<file path="src/hdl/team_01_pkg.sv">
/*
 * Team 01 shared definitions
 * Instruction encodings, opcodes and Wishbone bus constants
 * for the load/store CPU and its bus manager
 */

`default_nettype none

package team_01_pkg;

   // Register file geometry
   localparam int REG_ADDR_W = 3;
   localparam int NUM_REGS   = 8;

   // Word accesses only
   localparam logic [3:0] WB_SEL_ALL = 4'b1111;

   // Byte base of data memory, instructions start at zero
   localparam logic [31:0] DATA_BASE = 32'h0000_1000;

   typedef enum logic [3:0] {
      LDI  = 4'h0,
      LD   = 4'h1,
      ST   = 4'h2,
      ADD  = 4'h3,
      SUB  = 4'h4,
      AND  = 4'h5,
      XOR  = 4'h6,
      BEQZ = 4'h7,
      JMP  = 4'h8,
      OUT  = 4'h9,
      // Unlisted codes also stop the CPU
      HALT = 4'hF
   } opcode_e;

   // Register form, rd = rs1 op rs2
   typedef struct packed {
      opcode_e                 opcode;
      logic [REG_ADDR_W-1:0]   rd;
      logic [REG_ADDR_W-1:0]   rs1;
      logic [REG_ADDR_W-1:0]   rs2;
      logic [18:0]             unused;
   } instr_alu_t;

   // Immediate form, imm is a word address or a constant
   typedef struct packed {
      opcode_e                 opcode;
      logic [REG_ADDR_W-1:0]   rd;
      logic [8:0]              unused;
      logic [15:0]             imm;
   } instr_mem_t;

   // Opcode and rd sit in the same bits of both views
   typedef union packed {
      instr_alu_t alu;
      instr_mem_t mem;
   } instr_u;

endpackage

`default_nettype wire
</file>
<file path="src/hdl/cpu_bus_if.sv">
/*
 * CPU to bus manager link
 * Single-cycle read/write requests and the busy/read-data response
 */

`timescale 1ns/1ps
`default_nettype none

interface cpu_bus_if;

   // Request side, driven by the CPU
   logic [31:0] cpu_dat_i;
   logic [31:0] adr_i;
   logic [3:0]  sel_i;
   logic        write_i;
   logic        read_i;

   // Response side, driven by the manager
   logic [31:0] cpu_dat_o;
   logic        busy_o;

   modport cpu (
      output cpu_dat_i, adr_i, sel_i, write_i, read_i,
      input  cpu_dat_o, busy_o
   );

   modport manager (
      input  cpu_dat_i, adr_i, sel_i, write_i, read_i,
      output cpu_dat_o, busy_o
   );

endinterface

`default_nettype wire

</file>
<file path="src/hdl/team_01.sv">
/*
 * Team 01 user-area top
 * Load/store CPU behind a Wishbone manager, with the CPU output word
 * and state flags on the GPIO pins
 */

`timescale 1ns/1ps
`default_nettype none

module team_01 (
   input  logic        clk,
   input  logic        rst_n_i,
   input  logic        en_i,

   // Breakout board pins
   input  logic [33:0] gpio_in_i,
   output logic [33:0] gpio_out_o,
   output logic [33:0] gpio_oeb_o,

   // Wishbone interconnect
   input  logic [31:0] dat_i,
   input  logic        ack_i,
   output logic [31:0] adr_o,
   output logic [31:0] dat_o,
   output logic [3:0]  sel_o,
   output logic        we_o,
   output logic        stb_o,
   output logic        cyc_o
);

   cpu_bus_if bus ();

   logic [31:0] gpio_word;
   logic        running;
   logic        halted;

   wishbone_manager i_wb_manager (
      .clk     (clk),
      .rst_n_i (rst_n_i),
      .bus     (bus.manager),
      .dat_i   (dat_i),
      .ack_i   (ack_i),
      .adr_o   (adr_o),
      .dat_o   (dat_o),
      .sel_o   (sel_o),
      .we_o    (we_o),
      .stb_o   (stb_o),
      .cyc_o   (cyc_o)
   );

   team_01_cpu i_cpu (
      .clk         (clk),
      .rst_n_i     (rst_n_i),
      .en_i        (en_i),
      .bus         (bus.cpu),
      .gpio_word_o (gpio_word),
      .running_o   (running),
      .halted_o    (halted)
   );

   // Bit 33 halted, bit 32 running, low word from OUT
   assign gpio_out_o = {halted, running, gpio_word};

   // Active low, every pin drives
   assign gpio_oeb_o = '0;

endmodule

`default_nettype wire

</file>
<file path="src/hdl/team_01_cpu.sv">
/*
 * Minimal load/store CPU
 * Fetches over the bus manager, executes one instruction per fetch,
 * drives a 32-bit output word and running/halted flags
 */

`timescale 1ns/1ps
`default_nettype none

module team_01_cpu (
   input  logic        clk,
   input  logic        rst_n_i,
   input  logic        en_i,
   cpu_bus_if.cpu      bus,
   output logic [31:0] gpio_word_o,
   output logic        running_o,
   output logic        halted_o
);
   import team_01_pkg::*;

   typedef enum logic [2:0] {
      FETCH_REQ,
      FETCH_WAIT,
      EXECUTE,
      MEM_REQ,
      MEM_WAIT,
      HALTED
   } cpu_state_e;

   cpu_state_e            state_q;
   logic [15:0]           pc_q;
   instr_u                ir_q;
   opcode_e               op;
   logic                  is_alu;
   logic                  issue;
   logic                  running_q;
   logic [REG_ADDR_W-1:0] rd_addr_a;
   logic [31:0]           rd_data_a;
   logic [31:0]           rd_data_b;
   logic                  wr_en;
   logic [REG_ADDR_W-1:0] wr_addr;
   logic [31:0]           wr_data;
   logic [31:0]           alu_res;

   assign op     = ir_q.mem.opcode;
   assign is_alu = (op == ADD) || (op == SUB) || (op == AND) || (op == XOR);

   // Port A reads rs1 for ALU ops, rd otherwise (ST, OUT, BEQZ)
   assign rd_addr_a = is_alu ? ir_q.alu.rs1 : ir_q.alu.rd;

   team_01_regfile i_regfile (
      .clk         (clk),
      .rst_n_i     (rst_n_i),
      .rd_addr_a_i (rd_addr_a),
      .rd_addr_b_i (ir_q.alu.rs2),
      .rd_data_a_o (rd_data_a),
      .rd_data_b_o (rd_data_b),
      .wr_en_i     (wr_en),
      .wr_addr_i   (wr_addr),
      .wr_data_i   (wr_data)
   );

   always_comb begin
      case (op)
         SUB:     alu_res = rd_data_a - rd_data_b;
         AND:     alu_res = rd_data_a & rd_data_b;
         XOR:     alu_res = rd_data_a ^ rd_data_b;
         default: alu_res = rd_data_a + rd_data_b;
      endcase
   end

   // Register write-back
   always_comb begin
      wr_en   = 1'b0;
      wr_addr = ir_q.mem.rd;
      wr_data = alu_res;
      if (state_q == EXECUTE) begin
         if (op == LDI) begin
            wr_en   = 1'b1;
            wr_data = {16'h0000, ir_q.mem.imm};
         end else if (is_alu) begin
            wr_en = 1'b1;
         end
      end else if (state_q == MEM_WAIT && op == LD && !bus.busy_o) begin
         // Load data valid once busy falls
         wr_en   = 1'b1;
         wr_data = bus.cpu_dat_o;
      end
   end

   // New requests only when enabled and the manager is free
   assign issue = en_i && !bus.busy_o;

   assign bus.read_i  = issue && ((state_q == FETCH_REQ) ||
                                  (state_q == MEM_REQ && op == LD));
   assign bus.write_i = issue && state_q == MEM_REQ && op == ST;

   // Fetch at pc*4 from zero, data at base plus imm*4
   assign bus.adr_i = (state_q == MEM_REQ) ?
                      DATA_BASE + {14'h0000, ir_q.mem.imm, 2'b00} :
                      {14'h0000, pc_q, 2'b00};
   assign bus.cpu_dat_i = rd_data_a;
   assign bus.sel_i     = WB_SEL_ALL;

   always_ff @(posedge clk or negedge rst_n_i) begin
      if (!rst_n_i) begin
         state_q     <= FETCH_REQ;
         pc_q        <= '0;
         gpio_word_o <= '0;
         running_q   <= 1'b0;
      end else begin
         case (state_q)
            FETCH_REQ: begin
               if (issue) begin
                  state_q   <= FETCH_WAIT;
                  running_q <= 1'b1;
               end
            end
            // Busy is high the cycle after the request, so no early exit
            FETCH_WAIT: begin
               if (!bus.busy_o) begin
                  state_q <= EXECUTE;
               end
            end
            EXECUTE: begin
               pc_q    <= pc_q + 16'd1;
               state_q <= FETCH_REQ;
               case (op)
                  LD, ST: state_q <= MEM_REQ;
                  BEQZ: begin
                     if (rd_data_a == '0) begin
                        pc_q <= ir_q.mem.imm;
                     end
                  end
                  JMP: pc_q <= ir_q.mem.imm;
                  OUT: gpio_word_o <= rd_data_a;
                  // Register writes handled by write-back logic
                  LDI, ADD, SUB, AND, XOR: begin
                  end
                  default: begin
                     state_q   <= HALTED;
                     running_q <= 1'b0;
                  end
               endcase
            end
            MEM_REQ: begin
               if (issue) begin
                  state_q <= MEM_WAIT;
               end
            end
            MEM_WAIT: begin
               if (!bus.busy_o) begin
                  state_q <= FETCH_REQ;
               end
            end
            // Only reset leaves HALTED
            default: state_q <= HALTED;
         endcase
      end
   end

   // Instruction register, loaded when the fetch completes
   always_ff @(posedge clk) begin
      if (state_q == FETCH_WAIT && !bus.busy_o) begin
         ir_q <= instr_u'(bus.cpu_dat_o);
      end
   end

   assign running_o = running_q;
   assign halted_o  = (state_q == HALTED);

   a_one_dir: assert property (@(posedge clk) disable iff (!rst_n_i)
      !(bus.read_i && bus.write_i))
      else $error("CPU raised read and write in the same cycle");

   // Once halted the CPU stays halted and quiet on the bus
   a_halt_quiet: assert property (@(posedge clk) disable iff (!rst_n_i)
      halted_o |=> (halted_o && !bus.read_i && !bus.write_i))
      else $error("CPU left HALTED or made a request while halted");

endmodule

`default_nettype wire

</file>
<file path="src/hdl/team_01_regfile.sv">
/*
 * CPU register file
 * Eight 32-bit registers, two asynchronous reads, one synchronous write
 */

`timescale 1ns/1ps
`default_nettype none

module team_01_regfile (
   input  logic                               clk,
   input  logic                               rst_n_i,
   input  logic [team_01_pkg::REG_ADDR_W-1:0] rd_addr_a_i,
   input  logic [team_01_pkg::REG_ADDR_W-1:0] rd_addr_b_i,
   output logic [31:0]                        rd_data_a_o,
   output logic [31:0]                        rd_data_b_o,
   input  logic                               wr_en_i,
   input  logic [team_01_pkg::REG_ADDR_W-1:0] wr_addr_i,
   input  logic [31:0]                        wr_data_i
);
   import team_01_pkg::*;

   logic [31:0] regs_q [NUM_REGS];

   // No hardwired zero, r0 is a normal register
   always_ff @(posedge clk or negedge rst_n_i) begin
      if (!rst_n_i) begin
         for (int i = 0; i < NUM_REGS; i++) begin
            regs_q[i] <= '0;
         end
      end else if (wr_en_i) begin
         regs_q[wr_addr_i] <= wr_data_i;
      end
   end

   // Reads see the old value during a write
   assign rd_data_a_o = regs_q[rd_addr_a_i];
   assign rd_data_b_o = regs_q[rd_addr_b_i];

endmodule

`default_nettype wire

</file>
<file path="src/hdl/wishbone_manager.sv">
/*
 * Wishbone manager
 * Turns one CPU read or write request into a classic Wishbone cycle
 * and returns the read data with a busy flag
 */

`timescale 1ns/1ps
`default_nettype none

module wishbone_manager (
   input  logic        clk,
   input  logic        rst_n_i,
   cpu_bus_if.manager  bus,
   input  logic [31:0] dat_i,
   input  logic        ack_i,
   output logic [31:0] adr_o,
   output logic [31:0] dat_o,
   output logic [3:0]  sel_o,
   output logic        we_o,
   output logic        stb_o,
   output logic        cyc_o
);

   typedef enum logic {
      IDLE,
      ACTIVE
   } wb_state_e;

   wb_state_e state_q;
   logic      req;

   assign req = bus.read_i || bus.write_i;

   // Cycle control and busy flag
   always_ff @(posedge clk or negedge rst_n_i) begin
      if (!rst_n_i) begin
         state_q    <= IDLE;
         cyc_o      <= 1'b0;
         stb_o      <= 1'b0;
         we_o       <= 1'b0;
         bus.busy_o <= 1'b0;
      end else begin
         case (state_q)
            IDLE: begin
               if (req) begin
                  state_q    <= ACTIVE;
                  cyc_o      <= 1'b1;
                  stb_o      <= 1'b1;
                  we_o       <= bus.write_i;
                  bus.busy_o <= 1'b1;
               end else begin
                  // Busy drops one cycle after the bus cycle closed
                  bus.busy_o <= 1'b0;
               end
            end
            ACTIVE: begin
               // Hold everything until the slave acknowledges
               if (ack_i) begin
                  state_q <= IDLE;
                  cyc_o   <= 1'b0;
                  stb_o   <= 1'b0;
                  we_o    <= 1'b0;
               end
            end
            default: state_q <= IDLE;
         endcase
      end
   end

   // Address, write data and read data
   always_ff @(posedge clk) begin
      if (state_q == IDLE && req) begin
         adr_o <= bus.adr_i;
         dat_o <= bus.cpu_dat_i;
         sel_o <= bus.sel_i;
      end
      if (state_q == ACTIVE && ack_i && !we_o) begin
         bus.cpu_dat_o <= dat_i;
      end
   end

   a_stb_in_cyc: assert property (@(posedge clk) disable iff (!rst_n_i)
      stb_o |-> cyc_o)
      else $error("Wishbone strobe high outside a bus cycle");

   // Slave may stall, outputs must not move meanwhile
   a_hold_until_ack: assert property (@(posedge clk) disable iff (!rst_n_i)
      (stb_o && !ack_i) |=> ($stable(adr_o) && $stable(dat_o) &&
                             $stable(sel_o) && $stable(we_o)))
      else $error("Wishbone outputs changed before acknowledge");

   // CPU must wait for the previous transfer
   a_no_req_busy: assert property (@(posedge clk) disable iff (!rst_n_i)
      bus.busy_o |-> !req)
      else $error("CPU request arrived while the manager was busy");

endmodule

`default_nettype wire

</file>
<file path="config.mk">
export PLATFORM = sky130hd
export DESIGN_NAME = team_01
export DESIGN_NICKNAME = d
export VERILOG_FILES = /design/src/hdl/team_01_pkg.sv /design/src/hdl/cpu_bus_if.sv /design/src/hdl/team_01.sv /design/src/hdl/team_01_cpu.sv /design/src/hdl/team_01_regfile.sv /design/src/hdl/wishbone_manager.sv
export SDC_FILE = /design/constraint.sdc
export NUM_CORES = 1
export LEC_CHECK = 0
export BUFFER_PORTS_ARGS = -buffer_cell sky130_fd_sc_hd__buf_2
export CAP_MARGIN = 20
export CORE_MARGIN = 2
export CORE_UTILIZATION = 50
export DETAILED_ROUTE_END_ITERATION = 12
export HOLD_SLACK_MARGIN = 0.15
export PLACE_DENSITY = 0.8
export RECOVER_POWER = 100
export SLEW_MARGIN = 20
export SYNTH_ARGS = -nofsm -noshare
export SYNTH_HDL_FRONTEND = slang
export SYNTH_HIERARCHICAL = 1
export SYNTH_SLANG_ARGS = --single-unit
</file>
<file path="constraint.sdc">
create_clock -name clk -period 5.8 [get_ports clk]
set_input_delay 0.29 -clock clk [delete_from_list [all_inputs] [get_ports clk]]
set_output_delay 0.29 -clock clk [all_outputs]
set_load 0.005 [all_outputs]
</file>
# == Yosys cells after proc, flatten, opt, wreduce, memory -nomap -nowiden ==
# Cells that the tools add are included.
# totals
reg_bits,427
inputBits,70
wordCells,124
# classes
add_sub_neg,4
magnitude_cmp,4
n_eq_ne,21
n_mux,38
bitwise,6
n_reduce_logical,30
# ops
op,count
$bwmux W256,1
$mux W32,8
$bmux W32 S3,2
$demux W32 S3,1
$pmux W32 S3,1
$add A32 B32 Y32,1
$and A32 B32 Y32,1
$logic_not A32 Y1,1
$pmux W16 S2,1
$sub A32 B32 Y32,1
$xor A32 B32 Y32,1
$add A13 B18 Y19 const A,1
$mux W18,1
$add A16 B1 Y16 const B,1
$eq A4 B3 Y1 const B,4
$mux W16,1
$mux W3,5
$pmux W3 S5,1
$ge A4 B4 Y1 const B,3
$logic_and A1 B1 Y1,12
$not A3 Y4,3
$mux W1,11
$reduce_or A10 Y1,1
$eq A4 B2 Y1 const B,2
21 further kinds,38

# == Longest topological paths before layout ==
# Gate-level depths: netlist of run 1.
# logic_depth
ltp_word,14
depth_mapped,21

# == By module ==
# The synthesis of run 1 kept the hierarchy.
# modules_own_cells
module,n_inst,cells_each,area_per_inst_um2,seq_area_each_um2
team_01_regfile,1,779,13715.7,6406.1
team_01_cpu,1,922,7803.7,2172.1
wishbone_manager,1,121,3195.6,3103.0
team_01,1,37,274.0,0.0

# == Least setup slack after synthesis of run 1 ==
# Ideal clock, no wire load.
# synth_timing
path_type,reg-to-reg
from,reg i_cpu/ir_q[19] (netlist name)
to,reg i_cpu/i_regfile/regs_q[255] (netlist name)
setup_time_ns,0.125
t_arrival_ns,5.218
setup_slack_ns,0.457
path_stages_with_launch,21
path_buffers,3
period_less_slack_ns,5.343
cell_sequence,edfxtp_1 -> buf_6 -> buf_6 -> mux4_1 -> mux2_2 -> or4_1 -> or3_1 -> nor3_1 -> nand2_1 -> o21ai_0 -> xor2_1 -> ha_1 -> clkbuf_1 -> a21o_1 -> o21bai_1 -> a21boi_0 -> o21ai_0 -> a21o_1 -> or4_1 -> and3_1 -> mux2_2
# synth_between
elab_chain_cells,9
# synth_rtl
item,line,rtl
"start, declared",team_01_cpu.sv:32,instr_u ir_q;
"start signal, assigned",team_01_cpu.sv:165,ir_q <= instr_u'(bus.cpu_dat_o);
$not A3 Y4 (not written as such) *,team_01_regfile.sv:37,assign rd_data_b_o = regs_q[rd_addr_b_i];
$bmux W32 S3 *,team_01_regfile.sv:37,
$mux W32 (not written as such) * (2 in series),team_01_regfile.sv:37,
net i_cpu.rd_data_b[12],team_01_cpu.sv:39,logic [31:0] rd_data_b;
$add A32 B32 Y32 / $sub A32 B32 Y32 (equally long branches),"team_01_cpu.sv:68, team_01_cpu.sv:65",
$pmux W32 S3 *,team_01_cpu.sv:64,case (op)
$mux W32 (on tied branches),"team_01_cpu.sv:84, team_01_cpu.sv:78",
$mux W32 *,team_01_cpu.sv:77,if (state_q == EXECUTE) begin
net i_cpu.wr_data[31],team_01_cpu.sv:42,logic [31:0] wr_data;
$bwmux W256 *,team_01_regfile.sv:31,regs_q[wr_addr_i] <= wr_data_i;
"end signal, assigned by index",team_01_regfile.sv:31,
"end, declared",team_01_regfile.sv:22,logic [31:0] regs_q [NUM_REGS];
# The timed path passes the listed nets; every way through them passes the cells marked *. The select of a mux whose other input is x is not followed.
# A chain may end at the register's enable or synchronous reset.

# == Worst setup path after layout of run 1 ==
# layout_timing
from,reg i_cpu/ir_q[31] (netlist name)
to,reg i_cpu/i_regfile/regs_q[127] (netlist name)
# layout_between
elab_chain_cells,14
# layout_rtl
item,line,rtl
$eq A4 B2 Y1 / $eq A4 B3 Y1 (equally long branches),team_01_cpu.sv:46,assign is_alu = (op == ADD) || (op == SUB) || (op == AND) || (op == XOR);
$logic_or A1 B1 Y1 (2 in series),team_01_cpu.sv:46,
$logic_or A1 B1 Y1 *,team_01_cpu.sv:46,
$mux W3 *,team_01_cpu.sv:49,assign rd_addr_a = is_alu ? ir_q.alu.rs1 : ir_q.alu.rd;
net i_cpu.rd_addr_a[0],team_01_cpu.sv:37,logic [REG_ADDR_W-1:0] rd_addr_a;
$not A3 Y4 (not written as such) *,team_01_regfile.sv:36,assign rd_data_a_o = regs_q[rd_addr_a_i];
$bmux W32 S3 *,team_01_regfile.sv:36,
$mux W32 (not written as such) * (2 in series),team_01_regfile.sv:36,
net bus.cpu_dat_i[13],cpu_bus_if.sv:12,logic [31:0] cpu_dat_i;
$add A32 B32 Y32 / $sub A32 B32 Y32 (equally long branches),"team_01_cpu.sv:68, team_01_cpu.sv:65",
$pmux W32 S3 *,team_01_cpu.sv:64,
$mux W32 (on tied branches),"team_01_cpu.sv:84, team_01_cpu.sv:78",
$mux W32 *,team_01_cpu.sv:77,
net i_cpu.wr_data[31],team_01_cpu.sv:42,
$bwmux W256 *,team_01_regfile.sv:31,
# Marks and branches as above.

==> results of run 1 <==
sequential cells by signal, summed over array words and instances (netlist names):
register                    flops
i_wb_manager/dat_o             32
i_cpu/gpio_word_o              32
i_wb_manager/state_q            1
i_wb_manager/we_o               1
i_wb_manager/cyc_o              1
i_cpu/running_o                 1
i_cpu/ir_q                     29
i_wb_manager/bus.busy_o         1
i_cpu/i_regfile/regs_q        256
i_wb_manager/bus.cpu_dat_o     32
i_wb_manager/adr_o             32
i_cpu/pc_q                     16
i_cpu/state_q                   3
i_wb_manager/sel_o              4
critical path, delay by kind of cell, from the launching register on:
family	cells	cell delay, ps
muxes	4	1730
buffers and inverters	2	430
DFF	1	540
adders and majority gates	1	320
and+or+nand+nor	5	1770
AOI/OAI and AO/OA	3	640
final cells by class:
| class | instances | area share |
|---|---|---|
| flip-flops and latches | 441 | 0.413 |
| clock inverters | 23 | 0.00783 |
| well taps | 664 | 0.0294 |
| repair buffers | 256 | 0.0582 |
| inverters | 24 | 0.00319 |
| clock buffers | 63 | 0.0473 |
| multi-input cells | 1273 | 0.441 |
cells by family after synthesis:
group                    count (synthesis)
adder cells (fa/ha/maj)                 67
AO/OA/AOI/OAI                          300
other                                    3
buffers and inverters                  195
multiplexers                           501
XOR/XNOR                                49
flip-flops                             441
AND/OR/NAND/NOR                        303
synth_stat cells (15+ instances only):
master and count:
nand3_1 28, a21oi_1 94, mux4_1 80, inv_1 24, buf_1 23, buf_2 18, nor4_1 16, buf_4 68
clkbuf_1 42, edfxtp_1 129, nor3_1 31, xor2_1 26, ha_1 66, nand2_1 75, nor2_1 64, mux4_2 48
dfrtp_1 312, a221oi_1 15, o21ai_0 59, buf_6 15, a31oi_1 15, mux2_2 356, xnor2_1 23
per-stage QoR:
stage	worst slack, ps	hold WS (ps)
after CTS	34.0	226
after floorplan	457	-5.59
after detailed placement	11.4	260
final	217	419
after global placement	5.55	248
after global routing	15.8	412
timing repair:
action / in CTS / in global routing
hold endpoints to repair: 95 / 0
hold buffers: 35 / 0
pin swaps: 0 / 1
setup buffers: 0 / 3
cloned: 0 / 1
setup endpoints to repair: 8 / 89
resized for setup: 1 / 14
worst paths after layout:
| check | to | slack [ps] | cells after the start |
|---|---|---|---|
| min in group asynchronous | i_cpu/i_regfile/regs_q[168] | 1400 | 2 |
| worst min register to register | i_cpu/ir_q[8] | 450 | 0 |
| worst min-delay path | i_wb_manager/bus.cpu_dat_o[31] | 420 | 2 |
| worst max register to register | i_cpu/i_regfile/regs_q[127] | 220 | 15 |
| worst max-delay path | i_cpu/i_regfile/regs_q[127] | 220 | 15 |
| max in group asynchronous | i_cpu/running_o | 980 | 3 |
metal layers:
metal | vias up | share of wire | track usage
li1 | 7506 | - | -
met1 | 9043 | 0.41 | 0.361
met2 | 940 | 0.47 | 0.424
met3 | 120 | 0.091 | 0.0536
met4 | 0 | 0.027 | 0.0890
met5 | - | 0 | 0
==> flow_summary.toml, run 1 <==
[outcome]
status = "finished, violations left"
violations = "capacitance limit, slew limit"

[setup_path]
path_cells = "nor2_1 > mux2_4 > buf_12 > buf_4 > mux4_1 > mux2_1 > ha_1 > a21oi_1 > o21ai_0 > nor2b_1 > or3_1 > o2111a_1 > or4_1 > and3_2 > mux2_2"
r2r-start = "i_cpu/ir_q[31]"
worstPathRequired_ps = 6240
crit_type = "reg2reg"
crit_fanout = 18
critPathMaxStageDelay_ps = 600
critPathLaunch = "i_cpu/ir_q[31]"
slowest_stage = "mux4_1"
start_kind = "register"
cp.arrival_ps = 6030
cp-end-kind = "register"

[final_layout]
area_growth_pct = 13.2
final_cell_mix = "mux2_2, dfrtp_1, edfxtp_1"
diodes = 0
drive_gt1_frac = 0.286
multi_input_area_um2 = 12500
final_net_count = 2180
stdcell_area_um2 = 28300
ff_latch_area_um2 = 11700
utilization = 0.575
post_layout_nonfiller_instances = 2744
layout_commonest_cell = "mux2_2"
fillers = 3745

[synthesis]
synth.top_cell.area_share = 0.312
ys.flop_type = "dfrtp_1"
netlist_area_um2 = 25000
yosys.area.top_type = "dfrtp_1"
synth_fa_ha_area_frac = 0.0338
synth-seq-cells = 441
yosysUniqueCellTypes = 80
muxShareOfSynthArea = 0.295
synth.area.top_cells = "dfrtp_1, mux2_2, edfxtp_1"
synth_edf_count = 129
yosysSeqAreaShare = 0.467
synth-xor-area-share = 0.0172
async_flop_share = 0.707
synth-compound-area-share = 0.0781
avgSynthCellArea_um2 = 13.4
ys_warn_count = 6
synth_top_family_by_area = "multiplexers"
syn_inst = 1859
yosys.area_share.simple = 0.0623

[routing]
drtIter0Drc = 1914
drc = 0
wl_um = 68600
wire_per_inst_um = 25.0
ant_nets = 0
vias = 17600
vias_per_cell = 6.42
first_pass_iters = 5

[sta]
fin_crit_ps = 5580
setup_viol = 0
min_period_over_period = 0.963
drv_slew = 294
rsz0062_at_grt = "no"
tightest_slew_ps = 3380
finalSetupTns_ps = 0
finalHoldViolCount = 0
fmax_mhz = 179
slew_headroom = -1.25
fin_skew_ps = 33.3

[clocking]
clkLatencyLatePin_ps = 590
root_buffer = "clkbuf_16"
clk_path_buf_depth = 3
cts_num_sinks = 441
cts_buffers = 47
htreeDepth = 2
path_clk_slew_ps = 60
tritoncts = "built"

[grt]
grt_max_degree = 175
grt_pass1_wl_um = 104000
antenna_found_initial = 0
grt_use_total = 0.264
grt_overflow = 0
grt_pass1_vias = 17400

[floorplan]
ios = 209
die_x_um = 228
core_area_um2 = 49200
fp.dieH_um = 228
die_area_um2 = 51800
start_util = 0.508
core.rowCount = 81

[place]
routabilityCongestion = 0.961
postPlaceCellArea_um2 = 26500
io_buffers = 140
dp_cells = 2618
place_hpwl_um = 44200

[min_path]
hold_start = "dat_i[31]"
min_path_type = "in2reg"

[run]
maxCapViolations = 7
Power of run 1 is left out: the tool's default activity adds up to more than one toggle a clock period on the data nets, which glitch-free logic cannot reach.
==> run 2, diff against run 1 <==
- CORE_ASPECT_RATIO: unset -> 1.5
==> flow_summary.toml, run 2 (synthesized netlist as in run 1, its figures left out) <==
[outcome]
status = "finished, violations left"
violations = "capacitance limit, slew limit"

[sta]
drv_slew = 233
fin_crit_ps = 5720
tightest_slew_ps = 2530
finalHoldViolCount = 0
min_period_over_period = 0.986
setup_slack_ps = 80.5
fmax_mhz = 175
setup_viol = 0
fin_skew_ps = 31.6
slew_headroom = -0.684

[setup_path]
crit_type = "reg2reg"
cp.arrival_ps = 6170
slowest_stage = "a2111oi_0"
critPathMaxStageDelay_ps = 830
cp-end-kind = "register"
path_cells = "buf_4 > buf_12 > mux4_1 > mux2_2 > nor4_1 > clkbuf_1 > nand2_1 > or2_2 > o21ai_0 > xor2_1 > ha_1 > and3_1 > o2111ai_1 > a211o_1 > a2111oi_0 > o21ai_0 > a31o_2 > mux2_2"
start_kind = "register"
worstPathRequired_ps = 6260
path_delay_family = "compound AO/OA/AOI/OAI gates"
path_buf_inv = 3
crit_fanout = 16

[final_layout]
largest_register = "i_cpu/i_regfile/regs_q"
diodes = 0
ff_latch_area_um2 = 11700
drive_gt1_frac = 0.306
final_net_count = 2204
fillers = 3857
area_growth_pct = 13.8
multi_input_area_um2 = 12500
largest_register_ff_count = 256
layout_commonest_cell = "mux2_2"
final_cell_mix = "mux2_2, dfrtp_1, edfxtp_1"

[grt]
grt_overflow = 0
grt_pass1_wl_um = 107000
grt_pass1_vias = 18500
antenna_found_initial = 1
grt_max_degree = 179
grt_use_total = 0.266

[clocking]
htreeDepth = 2
clk_path_buf_depth = 3
path_clk_slew_ps = 60
clkLatencyLatePin_ps = 580
cts_buffers = 43
cts_num_sinks = 441
tritoncts = "built"
root_buffer = "clkbuf_16"

[floorplan]
die_area_um2 = 51800
start_util = 0.504
core_area_um2 = 49500
ios = 209
fp.dieH_um = 278
core.rowCount = 100
die_x_um = 187

[run]
maxCapViolations = 6

[routing]
first_pass_iters = 5
wire_per_inst_um = 25.2
drc = 0
vias = 17600
ant_nets = 0
drtIter0Drc = 1470
wl_um = 69800
vias_per_cell = 6.38

[place]
place_hpwl_um = 47000
routabilityCongestion = 1.01
io_buffers = 140
place_ws_ps = -27.8

[min_path]
min_path_type = "in2reg"
run 2: worst paths after layout:
path	start	endpoint	slack [ps]	cells past startpoint
setup / recovery	i_cpu/ir_q[19]	i_cpu/i_regfile/regs_q[251]	80	18
hold / removal	dat_i[21]	i_wb_manager/bus.cpu_dat_o[21]	440	2
setup reg to reg	i_cpu/ir_q[19]	i_cpu/i_regfile/regs_q[251]	80	18
hold reg to reg	i_wb_manager/bus.cpu_dat_o[22]	i_cpu/ir_q[22]	470	0
max in group asynchronous	rst_n_i	i_wb_manager/cyc_o	990	4
min in group asynchronous	rst_n_i	i_cpu/gpio_word_o[16]	930	2
run 2: layer usage:
| metal | vias up | share of wire | global-route usage |
|---|---|---|---|
| met4 | 2 | 0.069 | 0.170 |
| met1 | 8928 | 0.35 | 0.300 |
| li1 | 7571 | - | - |
| met3 | 246 | 0.067 | 0.0420 |
| met2 | 897 | 0.51 | 0.470 |
| met5 | - | 0.00016 | 0 |
run 2: timing repair:
item / 4_1_cts / 5_1_grt
hold endpoints to repair: 170 / 0
resized for setup: 2 / 6
hold buffers: 35 / 0
buffers inserted: 0 / 2
endpoints found under the setup margin: 16 / 64
cloned: 0 / 1
run 2: worst register-to-register path, delay by kind of cell (launching register included):
family / cells / cell delay (ps)
AO/OA/AOI/OAI: 6 / 2140
buffers and inverters: 3 / 480
flip-flops: 1 / 350
XOR/XNOR: 1 / 110
AND/OR/NAND/NOR: 4 / 930
multiplexers: 3 / 1220
adder cells (fa/ha/maj): 1 / 370
run 2: per-stage QoR:
stage / instances / hold WS, ps / area (um^2) / setup TNS, ps / utilization
5_1_grt: 2765 / 441 / 28400 / -18.4 / 0.574
3_5_place_dp: 2644 / 447 / 26600 / -174 / 0.538
2_1_floorplan: 1909 / -5.59 / 25200 / 0 / -
6_report: 2765 / 437 / 28400 / 0 / 0.574
3_3_place_gp: 2644 / 446 / 26600 / 0 / 0.538
4_1_cts: 2759 / 426 / 28500 / 0 / 0.576
run 2: area by class of cell:
type                    instances  share of cell area
flip-flops and latches        441               0.411
inverters                      24             0.00317
repair buffers                284              0.0653
multi-input cells            1273               0.438
well taps                     663              0.0292
clock inverters                35              0.0154
clock buffers                  45              0.0381
Power of run 2 is left out for the same reason.
==> run 3, diff against run 2 <==
- CORE_UTILIZATION: 50 -> 41
- PLACE_DENSITY: 0.8 -> 0.69
==> flow_summary.toml, run 3 (synthesized netlist as in run 1, its figures left out) <==
[final_layout]
stdcell_area_um2 = 28400
largest_register_ff_count = 256
final_cell_mix = "mux2_2, dfrtp_1, edfxtp_1"
largest_register = "i_cpu/i_regfile/regs_q"
final_net_count = 2186
area_growth_pct = 13.5
layout_commonest_cell = "mux2_2"
fillers = 5281
post_layout_nonfiller_instances = 2870
drive_gt1_frac = 0.304

[grt]
grt_overflow = 0
grt_max_degree = 162
antenna_found_initial = 0
grt_pass1_vias = 18000
grt_pass1_wl_um = 105000
grt_use_total = 0.219

[sta]
tightest_slew_ps = 4490
min_period_over_period = 0.967
finalHoldViolCount = 0
slew_headroom = -1.99
fin_crit_ps = 5610
drv_slew = 246
hold_ws_ps = 393
rsz0062_at_grt = "yes"
fmax_mhz = 178
fin_skew_ps = 21.2
setup_viol = 0
finalSetupTns_ps = 0

[routing]
drtIter0Drc = 1290
vias_per_cell = 5.98
ant_nets = 0
drc = 0
vias = 17200
first_pass_iters = 7
wl_um = 68600
wire_per_inst_um = 23.9

[setup_path]
start_kind = "register"
worstPathRequired_ps = 6280
crit_fanout = 26
crit_type = "reg2reg"
path_buf_inv = 2
cp-end-kind = "register"
path_cells = "buf_12 > mux4_1 > mux2_2 > or4_1 > or3_1 > nor3_2 > buf_4 > nand2_1 > o21ai_1 > xor2_1 > ha_1 > a21o_1 > o21bai_1 > a21boi_0 > o21ai_0 > a21o_1 > or4_1 > and3_2 > mux2_2"
slowest_stage = "mux4_1"
critPathMaxStageDelay_ps = 570
path_delay_family = "simple AND/OR/NAND/NOR gates"
cp.arrival_ps = 6090

[clocking]
root_buffer = "clkbuf_16"
cts_num_sinks = 441
clk_path_buf_depth = 3
clkLatencyLatePin_ps = 610
htreeDepth = 2
cts_buffers = 45
path_clk_slew_ps = 70
tritoncts = "built"

[floorplan]
ios = 209
start_util = 0.415
core.rowCount = 110
fp.dieH_um = 306
die_area_um2 = 63000
core_area_um2 = 60100
die_x_um = 206

[min_path]
min_path_type = "in2reg"

[outcome]
status = "finished, violations left"
violations = "capacitance limit, slew limit"

[place]
postPlaceCellArea_um2 = 26600
routabilityCongestion = 0.945
dp_cells = 2749
place_hpwl_um = 46900
io_buffers = 140

[run]
maxCapViolations = 7
-- run 3: cell types whose count changed in the layout (fill, tap and decap cells not counted), sizes merged --
cell	change
buf	-16
clkbuf	+15
bufinv	-10
inv	-4
clkinv	-3
clkinvlp	+1
diode	+1
-- run 3: layout make-up --
cell class / instances / area, um^2 / area share
inverter: 24 / 90.1 / 0.00318
clock inverter: 19 / 116 / 0.00410
sequential: 441 / 11700 / 0.412
timing repair buffer: 264 / 1660 / 0.0585
multi-input combinational: 1273 / 12500 / 0.440
tap: 784 / 981 / 0.0346
antenna: 1 / 2.50 / 0.0000882
clock buffer: 64 / 1350 / 0.0477
-- run 3: per-layer routing --
metal  global-route usage  share of wire
met5                    0              0
met4               0.0959          0.043
met3               0.0305          0.048
met2                0.405           0.53
met1                0.247           0.37
-- run 3: worst paths after layout --
check                                          startpoint                        endpoint  slack (ps)  cells after the start
max                                        i_cpu/ir_q[19]     i_cpu/i_regfile/regs_q[223]         190                     19
min                                             dat_i[19]  i_wb_manager/bus.cpu_dat_o[19]         390                      2
max reg2reg                                i_cpu/ir_q[19]     i_cpu/i_regfile/regs_q[223]         190                     19
min reg2reg                i_wb_manager/bus.cpu_dat_o[26]                  i_cpu/ir_q[26]         460                      0
max in group asynchronous                         rst_n_i                   i_cpu/pc_q[0]        1160                      3
min in group asynchronous                         rst_n_i           i_cpu/gpio_word_o[19]        1830                      2
-- run 3: through the flow --
stage               setup slack, ps   util
finish                          193  0.472
CTS                            71.6  0.473
detailed placement            -46.4  0.443
global route                  -61.9  0.471
global placement               57.8  0.443
floorplan                       457      -
-- run 3: what timing repair did --
action / in CTS / in global routing
resized for setup: 3 / 14
hold buffers: 35 / 0
pin swaps: 0 / 2
hold endpoints to repair: 113 / 0
buffers inserted: 0 / 2
endpoints found under the setup margin: 24 / 56
Power of run 3 is left out for the same reason.
